[src/source/fsqrt_pkg.sv]
package fsqrt_pkg;

    // Rounding mode field as carried with each request
    localparam int frm_bits = 3;

    localparam logic [frm_bits-1:0] rm_rne = 3'd0;
    localparam logic [frm_bits-1:0] rm_rtz = 3'd1;
    localparam logic [frm_bits-1:0] rm_rdn = 3'd2;
    localparam logic [frm_bits-1:0] rm_rup = 3'd3;

    // Single precision field widths
    localparam int fp32_exp_bits = 8;
    localparam int fp32_man_bits = 23;

    // Canonical quiet NaN returned for every invalid or NaN input
    localparam logic [31:0] fp32_qnan = 32'h7fc0_0000;

    // The exception flags run from invalid in the top bit down to inexact in bit 0
    typedef struct packed {
        logic nv;
        logic dz;
        logic of;
        logic uf;
        logic nx;
    } fflags_t;

endpackage

[src/source/fsqrt_lane_merge.sv]
`timescale 1ns/1ps

module fsqrt_lane_merge #(
    parameter int num_lanes = 4,
    parameter int num_pes   = 2,
    parameter int tag_width = 4,
    parameter int latency   = 4
) (
    input  logic                                clk,
    input  logic                                reset,
    input  logic                                pe_valid,
    input  logic                                pe_first,
    input  logic                                pe_last,
    input  logic [num_pes-1:0]                  pe_mask,
    input  logic [tag_width-1:0]                pe_tag,
    input  logic [num_pes-1:0][31:0]            pe_result,
    input  fsqrt_pkg::fflags_t [num_pes-1:0]    pe_flags,
    output logic                                pe_enable,
    output logic                                valid_out,
    input  logic                                ready_out,
    output logic [num_lanes-1:0][31:0]          result,
    output fsqrt_pkg::fflags_t                  fflags,
    output logic [tag_width-1:0]                tag_out
);
    import fsqrt_pkg::*;

    logic [latency-1:0]                 dl_valid;
    logic [latency-1:0]                 dl_first;
    logic [latency-1:0]                 dl_last;
    logic [num_pes-1:0]                 dl_mask [latency];
    logic [tag_width-1:0]               dl_tag  [latency];
    logic                               d_valid;
    logic                               d_first;
    logic                               d_last;
    logic                               d_done;
    logic [num_pes-1:0][31:0]           cur_result;
    fflags_t                            cur_flags;
    fflags_t                            run_flags;
    fflags_t                            merged_flags;
    logic [num_lanes-1:0][31:0]         acc;
    logic [num_lanes+num_pes-1:0][31:0] joined;
    logic [num_lanes-1:0][31:0]         shifted;

    // The sideband delay line has the same depth as the PE pipeline
    always_ff @(posedge clk) begin
        if (reset) begin
            dl_valid <= '0;
            dl_first <= '0;
            dl_last  <= '0;
        end else if (pe_enable) begin
            dl_valid <= {dl_valid[latency-2:0], pe_valid};
            dl_first <= {dl_first[latency-2:0], pe_first};
            dl_last  <= {dl_last[latency-2:0], pe_last};
        end
    end

    always_ff @(posedge clk) begin
        if (pe_enable) begin
            dl_mask[0] <= pe_mask;
            dl_tag[0]  <= pe_tag;
            for (int i = 1; i < latency; i++) begin
                dl_mask[i] <= dl_mask[i-1];
                dl_tag[i]  <= dl_tag[i-1];
            end
        end
    end

    assign d_valid = dl_valid[latency-1];
    assign d_first = dl_first[latency-1];
    assign d_last  = dl_last[latency-1];
    assign d_done  = d_valid & d_last;

    // Masked lanes read as zero and add nothing to the flags
    always_comb begin
        cur_flags = '0;
        for (int p = 0; p < num_pes; p++) begin
            if (dl_mask[latency-1][p]) begin
                cur_result[p] = pe_result[p];
                cur_flags     = cur_flags | pe_flags[p];
            end else begin
                cur_result[p] = '0;
            end
        end
        merged_flags = cur_flags;
        if (!d_first) begin
            merged_flags = merged_flags | run_flags;
        end
    end

    // Batches come back in order, so shifting each one in from the top
    // leaves batch 0 in the lowest lanes once the last batch is in
    assign joined  = {cur_result, acc};
    assign shifted = joined[num_lanes+num_pes-1:num_pes];

    always_ff @(posedge clk) begin
        if (pe_enable && d_valid) begin
            acc       <= shifted;
            run_flags <= merged_flags;
        end
    end

    always_ff @(posedge clk) begin
        if (reset) begin
            valid_out <= 1'b0;
        end else if (pe_enable && d_done) begin
            valid_out <= 1'b1;
        end else if (ready_out) begin
            valid_out <= 1'b0;
        end
    end

    always_ff @(posedge clk) begin
        if (pe_enable && d_done) begin
            result  <= shifted;
            fflags  <= merged_flags;
            tag_out <= dl_tag[latency-1];
        end
    end

    // Freeze everything when a finished result would overwrite one still waiting
    assign pe_enable = ~(valid_out & ~ready_out & d_done);

endmodule

[src/source/fsqrt_lane_split.sv]
`timescale 1ns/1ps

module fsqrt_lane_split #(
    parameter int num_lanes = 4,
    parameter int num_pes   = 2,
    parameter int tag_width = 4
) (
    input  logic                             clk,
    input  logic                             reset,
    input  logic                             valid_in,
    output logic                             ready_in,
    input  logic [num_lanes-1:0]             mask_in,
    input  logic [tag_width-1:0]             tag_in,
    input  logic [fsqrt_pkg::frm_bits-1:0]   frm,
    input  logic [num_lanes-1:0][31:0]       dataa,
    input  logic                             pe_enable,
    output logic                             pe_valid,
    output logic                             pe_first,
    output logic                             pe_last,
    output logic [num_pes-1:0]               pe_mask,
    output logic [tag_width-1:0]             pe_tag,
    output logic [fsqrt_pkg::frm_bits-1:0]   pe_frm,
    output logic [num_pes-1:0][31:0]         pe_data
);
    import fsqrt_pkg::*;

    localparam int passes   = num_lanes / num_pes;
    localparam int cnt_bits = (passes > 1) ? $clog2(passes) : 1;
    localparam logic [cnt_bits-1:0] last_batch = cnt_bits'(passes - 1);

    logic [num_lanes-1:0][31:0] req_data;
    logic [num_lanes-1:0]       req_mask;
    logic [cnt_bits-1:0]        batch;
    logic                       accept;

    // A new request may load while the last batch of the previous one is issued
    assign ready_in = pe_enable & (~pe_valid | pe_last);
    assign accept   = valid_in & ready_in;

    assign pe_first = (batch == '0);
    assign pe_last  = (batch == last_batch);

    // The lowest lanes of the request register always form the current batch
    assign pe_data = req_data[num_pes-1:0];
    assign pe_mask = req_mask[num_pes-1:0];

    always_ff @(posedge clk) begin
        if (reset) begin
            pe_valid <= 1'b0;
            batch    <= '0;
        end else if (pe_enable) begin
            if (accept) begin
                pe_valid <= 1'b1;
                batch    <= '0;
            end else if (pe_valid && !pe_last) begin
                batch <= batch + cnt_bits'(1);
            end else begin
                pe_valid <= 1'b0;
            end
        end
    end

    // Each enabled cycle drops the batch just issued and brings the next one down
    always_ff @(posedge clk) begin
        if (accept) begin
            req_data <= dataa;
            req_mask <= mask_in;
            pe_tag   <= tag_in;
            pe_frm   <= frm;
        end else if (pe_enable) begin
            req_data <= req_data >> (num_pes * 32);
            req_mask <= req_mask >> num_pes;
        end
    end

endmodule

[src/source/fsqrt_pe.sv]
`timescale 1ns/1ps

module fsqrt_pe #(
    parameter int latency = 4
) (
    input  logic                           clk,
    input  logic                           reset,
    input  logic                           enable,
    input  logic [31:0]                    operand,
    input  logic [fsqrt_pkg::frm_bits-1:0] frm,
    output logic [31:0]                    result,
    output fsqrt_pkg::fflags_t             flags
);
    import fsqrt_pkg::*;

    // 24 significand bits, a round bit and one more below it
    localparam int root_bits = 26;
    localparam int rad_bits  = 2 * root_bits;
    localparam int rem_bits  = root_bits + 2;
    // Register 0 holds the decode, the iterations run between the registers
    localparam int groups    = latency - 1;
    localparam int iter_per  = (root_bits + groups - 1) / groups;

    typedef struct packed {
        logic                     special;
        logic [31:0]              spec_res;
        logic                     spec_nv;
        logic [frm_bits-1:0]      frm;
        logic [fp32_exp_bits-1:0] exp_r;
        logic [rad_bits-1:0]      rad;
        logic [root_bits-1:0]     q;
        logic [rem_bits-1:0]      rem;
    } stage_t;

    function automatic stage_t decode(logic [31:0] x, logic [frm_bits-1:0] rm);
        logic                     sign;
        logic [fp32_exp_bits-1:0] expo;
        logic [fp32_man_bits-1:0] man;
        logic [fp32_exp_bits:0]   exp_sum;
        stage_t                   s;
        sign = x[31];
        expo = x[fp32_man_bits +: fp32_exp_bits];
        man  = x[fp32_man_bits-1:0];
        s    = '0;
        // Unused encodings behave as nearest-even
        s.frm = (rm > rm_rup) ? rm_rne : rm;
        // (exp + bias) / 2 is the halved unbiased exponent rounded toward minus infinity
        exp_sum = {1'b0, expo} + 9'd127;
        s.exp_r = exp_sum[fp32_exp_bits:1];
        // An odd unbiased exponent (even biased one) shifts one more bit into the radicand
        s.rad = expo[0] ? {2'b01, man, 27'b0} : {1'b1, man, 28'b0};
        s.special = 1'b1;
        if (&expo && man != '0) begin
            s.spec_res = fp32_qnan;
            s.spec_nv  = ~man[fp32_man_bits-1];
        end else if (expo == '0) begin
            // Subnormals are flushed, so they share the signed zero result
            s.spec_res = {sign, 31'b0};
        end else if (sign) begin
            s.spec_res = fp32_qnan;
            s.spec_nv  = 1'b1;
        end else if (&expo) begin
            s.spec_res = x;
        end else begin
            s.special = 1'b0;
        end
        return s;
    endfunction

    // One restoring step, two radicand bits in and one root bit out
    function automatic stage_t root_step(stage_t s);
        logic [rem_bits+1:0] r_try;
        logic [rem_bits+1:0] trial;
        logic [rem_bits+1:0] diff;
        stage_t              n;
        n     = s;
        r_try = {s.rem, s.rad[rad_bits-1 -: 2]};
        trial = {2'b00, s.q, 2'b01};
        diff  = r_try - trial;
        n.rad = {s.rad[rad_bits-3:0], 2'b00};
        if (r_try >= trial) begin
            n.rem = diff[rem_bits-1:0];
            n.q   = {s.q[root_bits-2:0], 1'b1};
        end else begin
            n.rem = r_try[rem_bits-1:0];
            n.q   = {s.q[root_bits-2:0], 1'b0};
        end
        return n;
    endfunction

    stage_t      st  [groups];
    stage_t      nxt [groups];
    logic [31:0] fin_res;
    fflags_t     fin_flags;

    always_ff @(posedge clk) begin
        if (enable) begin
            st[0] <= decode(operand, frm);
            for (int g = 1; g < groups; g++) begin
                st[g] <= nxt[g-1];
            end
        end
    end

    always_comb begin
        stage_t s;
        for (int g = 0; g < groups; g++) begin
            s = st[g];
            for (int i = 0; i < root_bits; i++) begin
                if (i / iter_per == g) begin
                    s = root_step(s);
                end
            end
            nxt[g] = s;
        end
    end

    always_comb begin
        stage_t      s;
        logic        rb;
        logic        sticky;
        logic        inc;
        logic [30:0] body;
        s      = nxt[groups-1];
        rb     = s.q[1];
        sticky = s.q[0] | (|s.rem);
        // The root is never negative, so round-down truncates like round-toward-zero
        case (s.frm)
            rm_rtz, rm_rdn: inc = 1'b0;
            rm_rup:         inc = rb | sticky;
            default:        inc = rb & (sticky | s.q[2]);
        endcase
        // A carry out of the mantissa lands in the exponent
        body      = {s.exp_r, s.q[24:2]} + {30'b0, inc};
        fin_flags = '0;
        if (s.special) begin
            fin_res      = s.spec_res;
            fin_flags.nv = s.spec_nv;
        end else begin
            fin_res      = {1'b0, body};
            fin_flags.nx = rb | sticky;
        end
    end

    always_ff @(posedge clk) begin
        if (reset) begin
            flags <= '0;
        end else if (enable) begin
            flags <= fin_flags;
        end
    end

    always_ff @(posedge clk) begin
        if (enable) begin
            result <= fin_res;
        end
    end

endmodule

[src/source/fsqrt_unit.sv]
`timescale 1ns/1ps

module fsqrt_unit #(
    parameter int num_lanes = 4,
    parameter int num_pes   = 2,
    parameter int tag_width = 4,
    parameter int latency   = 4
) (
    input  logic                           clk,
    input  logic                           reset,
    input  logic                           valid_in,
    output logic                           ready_in,
    input  logic [num_lanes-1:0]           mask_in,
    input  logic [tag_width-1:0]           tag_in,
    input  logic [fsqrt_pkg::frm_bits-1:0] frm,
    input  logic [num_lanes-1:0][31:0]     dataa,
    output logic                           valid_out,
    input  logic                           ready_out,
    output logic [num_lanes-1:0][31:0]     result,
    output fsqrt_pkg::fflags_t             fflags,
    output logic [tag_width-1:0]           tag_out
);
    import fsqrt_pkg::*;

    logic                     pe_enable;
    logic                     pe_valid;
    logic                     pe_first;
    logic                     pe_last;
    logic [num_pes-1:0]       pe_mask;
    logic [tag_width-1:0]     pe_tag;
    logic [frm_bits-1:0]      pe_frm;
    logic [num_pes-1:0][31:0] pe_data;
    logic [num_pes-1:0][31:0] pe_result;
    fflags_t [num_pes-1:0]    pe_flags;

    fsqrt_lane_split #(
        .num_lanes (num_lanes),
        .num_pes   (num_pes),
        .tag_width (tag_width)
    ) u_split (
        .clk       (clk),
        .reset     (reset),
        .valid_in  (valid_in),
        .ready_in  (ready_in),
        .mask_in   (mask_in),
        .tag_in    (tag_in),
        .frm       (frm),
        .dataa     (dataa),
        .pe_enable (pe_enable),
        .pe_valid  (pe_valid),
        .pe_first  (pe_first),
        .pe_last   (pe_last),
        .pe_mask   (pe_mask),
        .pe_tag    (pe_tag),
        .pe_frm    (pe_frm),
        .pe_data   (pe_data)
    );

    // All PEs share the rounding mode of the batch in flight
    for (genvar i = 0; i < num_pes; i++) begin : g_pe
        fsqrt_pe #(
            .latency (latency)
        ) u_pe (
            .clk     (clk),
            .reset   (reset),
            .enable  (pe_enable),
            .operand (pe_data[i]),
            .frm     (pe_frm),
            .result  (pe_result[i]),
            .flags   (pe_flags[i])
        );
    end

    fsqrt_lane_merge #(
        .num_lanes (num_lanes),
        .num_pes   (num_pes),
        .tag_width (tag_width),
        .latency   (latency)
    ) u_merge (
        .clk       (clk),
        .reset     (reset),
        .pe_valid  (pe_valid),
        .pe_first  (pe_first),
        .pe_last   (pe_last),
        .pe_mask   (pe_mask),
        .pe_tag    (pe_tag),
        .pe_result (pe_result),
        .pe_flags  (pe_flags),
        .pe_enable (pe_enable),
        .valid_out (valid_out),
        .ready_out (ready_out),
        .result    (result),
        .fflags    (fflags),
        .tag_out   (tag_out)
    );

endmodule

[config.mk]
export PLATFORM = sky130hd
export DESIGN_NAME = fsqrt_unit
export DESIGN_NICKNAME = d
export VERILOG_FILES = /design/src/source/fsqrt_pkg.sv /design/src/source/fsqrt_lane_merge.sv /design/src/source/fsqrt_lane_split.sv /design/src/source/fsqrt_pe.sv /design/src/source/fsqrt_unit.sv
export SDC_FILE = /design/constraint.sdc
export NUM_CORES = 2
export LEC_CHECK = 0
export BUFFER_PORTS_ARGS = -buffer_cell sky130_fd_sc_hd__buf_2
export CELL_PAD_IN_SITES_DETAIL_PLACEMENT = 1
export CELL_PAD_IN_SITES_GLOBAL_PLACEMENT = 2
export CORE_ASPECT_RATIO = 0.75
export CORE_UTILIZATION = 44
export CTS_CLUSTER_DIAMETER = 30
export DETAILED_ROUTE_END_ITERATION = 16
export PLACE_DENSITY_LB_ADDON = 0.1
export SLEW_MARGIN = 5
export SYNTH_ARGS = -nofsm -noshare
export SYNTH_HDL_FRONTEND = slang
export SYNTH_SLANG_ARGS = --single-unit
[constraint.sdc]
create_clock -name clk -period 92.8 [get_ports clk]
set_input_delay 4.64 -clock clk [delete_from_list [all_inputs] [get_ports clk]]
set_output_delay 4.64 -clock clk [all_outputs]
set_load 0.01 [all_outputs]
==> out/results.ini <==
[outcome]
outcome = finished, final reports clean

[min_path]
worstHoldPathType = reg2reg
min_path_cells = 0
hold_start = u_merge.acc[87]$_DFFE_PP_
hold_end = u_merge.result[23]$_DFFE_PP_

[sta]
maxSlewViolCount = 0
maxSlewHeadroom_pct = 15.3
worstMarginPinSlew_ps = 1270
setup_viol = 0
holdWs_ps = 373
finClkSkew_ps = 59.4
rsz0062_at_grt = false
finalCritPeriodShare_pct = 43.4
fmax_ghz = 0.0248
totalNegativeSetupSlack_ps = 0
min_period_ps = 40280
finalHoldViolCount = 0

[global_routing]
grt_pass1_wl_mm = 469
grt_max_degree = 191
grt-ovfl-total = 0
track_usage_pct = 31.0
antenna_found_initial = 17
first_global_vias = 77300

[cts]
cts-hold-fix-buffers = 0
cts_tree = yes
clock_latency_ps = 830
cts.sinks = 941
clkTransAtPathRegs_ps = 50
numCtsBuffers = 185
cts.htree.levels = 4
ctsResizeCount = 0
cts_max_path_buffers = 3
postCtsSetupBuffers = 0
cts_root_buf = clkbuf_16

[synth]
synth_top_cell_by_area = edfxtp_1
synth_compound_area_share_pct = 20.5
synthFlopType = edfxtp_1
synth.top_cell.area_share_pct = 32.9
synth_edf_count = 922
yosys.area_share.simple_pct = 19.5
synthDistinctLibCells = 132
synthArstFlopShare_pct = 0
synth_common_cells = edfxtp_1, a21oi_1, nor2_1
avgSynthCellArea_um2 = 8.92
synth_area_um2 = 84100
synth-adder-area-share_pct = 10.8
synth-seq-cells = 941
yosys-top-cells-area = edfxtp_1, ha_1, xnor2_1
synthMuxAreaShare_pct = 3.77
yosysSeqAreaShare_pct = 33.4
synth_most_common_cell = edfxtp_1
ys_warn_count = 0
syn_inst = 9422
synth_top_family_by_area = compound AO/OA/AOI/OAI gates
synthXorXnorAreaFrac_pct = 8.42

[floorplan]
fp-row-count = 138
start_util_pct = 44.4
pin_count = 282
die_area_um2 = 193000
die_y_um = 381
core-area_um2 = 189000
dieWidth_um = 507

[route]
drc = 0
via_per_inst = 6.11
highest_layer = met5
drt_iter0_drc = 5719
drtAntennaViolNets = 0
num_vias = 76300
dr_wl_met2_mm = 133
drt-wirelength-per-cell_um = 24.5
wl_met1_mm = 151
routed_wl_mm = 306
first_pass_iters = 6
routed-wl-met3_mm = 15.6

[final_layout]
final_nets = 10700
layout-drive-gt1-share_pct = 11.7
final_area_um2 = 95200
area_growth_pct = 13.3
final_cells = 12500

[place]
port_buffers = 281
place_area_um2 = 88700
hpwl_mm = 241
gp_congestion = 0.926
placed_cells = 12100

[worst_setup_path]
cp.arrival_ps = 40800
path_max_fanout = 45
r2r-end = g_pe[1].u_pe.result[24]$_DFFE_PN_
max_stage_delay_ps = 660
cpMostUsedCell = a21oi_1
r2r_slack_ps = 52520
slowest_stage = nor3_1
end_kind = flop
critPathRequiredTime_ps = 93320
r2r_start = g_pe[1].u_pe.st[0][330]$_DFFE_PN_
r2r_cells = 178
critPathKind = reg2reg
startpoint_type = flop

[power_and_ir_drop]
power_per_cell_area_nw_per_um2 = 42.7
irDropWorstVdd_mv = 0.0261
leakagePower_uw = 0.0397

[job]
cap_viol_max_count = 0

-- metal layers --
metal / vias up / global-route usage [%]
li1: 35900 / -
met1: 38200 / 45.6
met2: 1899 / 47.7
met3: 325 / 4.02
met4: 2 / 7.65
met5: - / 0
-- cells by family after synthesis --
kind of cell,count (synthesis)
simple gates,3212
compound gates,2685
flops,941
xor+xnor,805
buf+inv,767
fa+ha+maj,725
mux,285
other cells,2
-- registers in the layout, summed over array words and instances (netlist names) --
name	count
g_pe.u_pe.flags	4
g_pe.u_pe.result	64
g_pe.u_pe.st	489
u_merge.acc	64
u_merge.dl_first	4
u_merge.dl_last	4
u_merge.dl_mask	8
u_merge.dl_tag	16
u_merge.dl_valid	4
u_merge.fflags	5
u_merge.result	128
u_merge.run_flags	5
u_merge.tag_out	4
u_merge.valid_out	1
u_split.pe_data	64
u_split.pe_frm	3
u_split.pe_last	1
u_split.pe_tag	4
u_split.pe_valid	1
u_split.req_data	64
u_split.req_mask	4
-- metrics by stage --
step	utilization (%)	total power, uW	worst slack, ps
after floorplan	-	2550	57570
after global placement	46.9	3240	54480
after detailed placement	46.9	3310	53130
after CTS	50.3	4030	52940
after global routing	50.3	4340	49120
final	50.3	4070	52520
-- worst max-delay path, delay by kind of cell, from the launching register on --
| family | cells | cell delay (ps) |
|---|---|---|
| AND/OR/NAND/NOR | 29 | 5970 |
| multiplexers | 1 | 340 |
| flip-flops | 1 | 480 |
| adder cells (fa/ha/maj) | 14 | 3880 |
| buffers and inverters | 21 | 5150 |
| XOR/XNOR | 1 | 150 |
| AO/OA/AOI/OAI | 112 | 23770 |
-- layout make-up --
class,instances,area (um2)
Clock inverter,148,1780
Timing Repair Buffer,400,2320
Fill cell,21900,94000
Inverter,501,1890
Sequential cell,941,28100
Multi-Input combinational cell,7765,53200
Tap cell,2520,3150
Antenna cell,15,37.5
Clock buffer,199,4730
-- power by group --
group / switching, uW / leakage (uW) / internal [uW]
Sequential: 62.0 / 0.00974 / 565
Clock: 247 / 0.00313 / 442
Combinational: 1760 / 0.0269 / 991
Total: 2070 / 0.0397 / 2000
-- worst max-delay path by stage --
stage | cells after the start | to | startpoint
global placement | 178 | g_pe[1].u_pe.result[28]$_DFFE_PN_ | g_pe[1].u_pe.st[0][330]$_DFFE_PN_
detailed placement | 178 | g_pe[1].u_pe.result[28]$_DFFE_PN_ | g_pe[1].u_pe.st[0][330]$_DFFE_PN_
floorplan | 199 | g_pe[0].u_pe.result[24]$_DFFE_PN_ | g_pe[0].u_pe.st[0][330]$_DFFE_PN_
global route | 178 | g_pe[1].u_pe.result[24]$_DFFE_PN_ | g_pe[1].u_pe.st[0][330]$_DFFE_PN_
finish | 178 | g_pe[1].u_pe.result[24]$_DFFE_PN_ | g_pe[1].u_pe.st[0][330]$_DFFE_PN_
CTS | 178 | g_pe[1].u_pe.result[24]$_DFFE_PN_ | g_pe[1].u_pe.st[0][330]$_DFFE_PN_
-- cell usage in the layout, fill, tap and decap left out, drive strengths merged, types with 242 or more instances in the layout --
master	synthesis	layout
nand2	750	750
o21ai	539	539
nor3	242	242
ha	719	719
a21oi	877	877
xnor2	579	579
edfxtp	922	922
nor2	811	811
inv	494	520
buf	62	400
(Power assumes the default switching activity.)
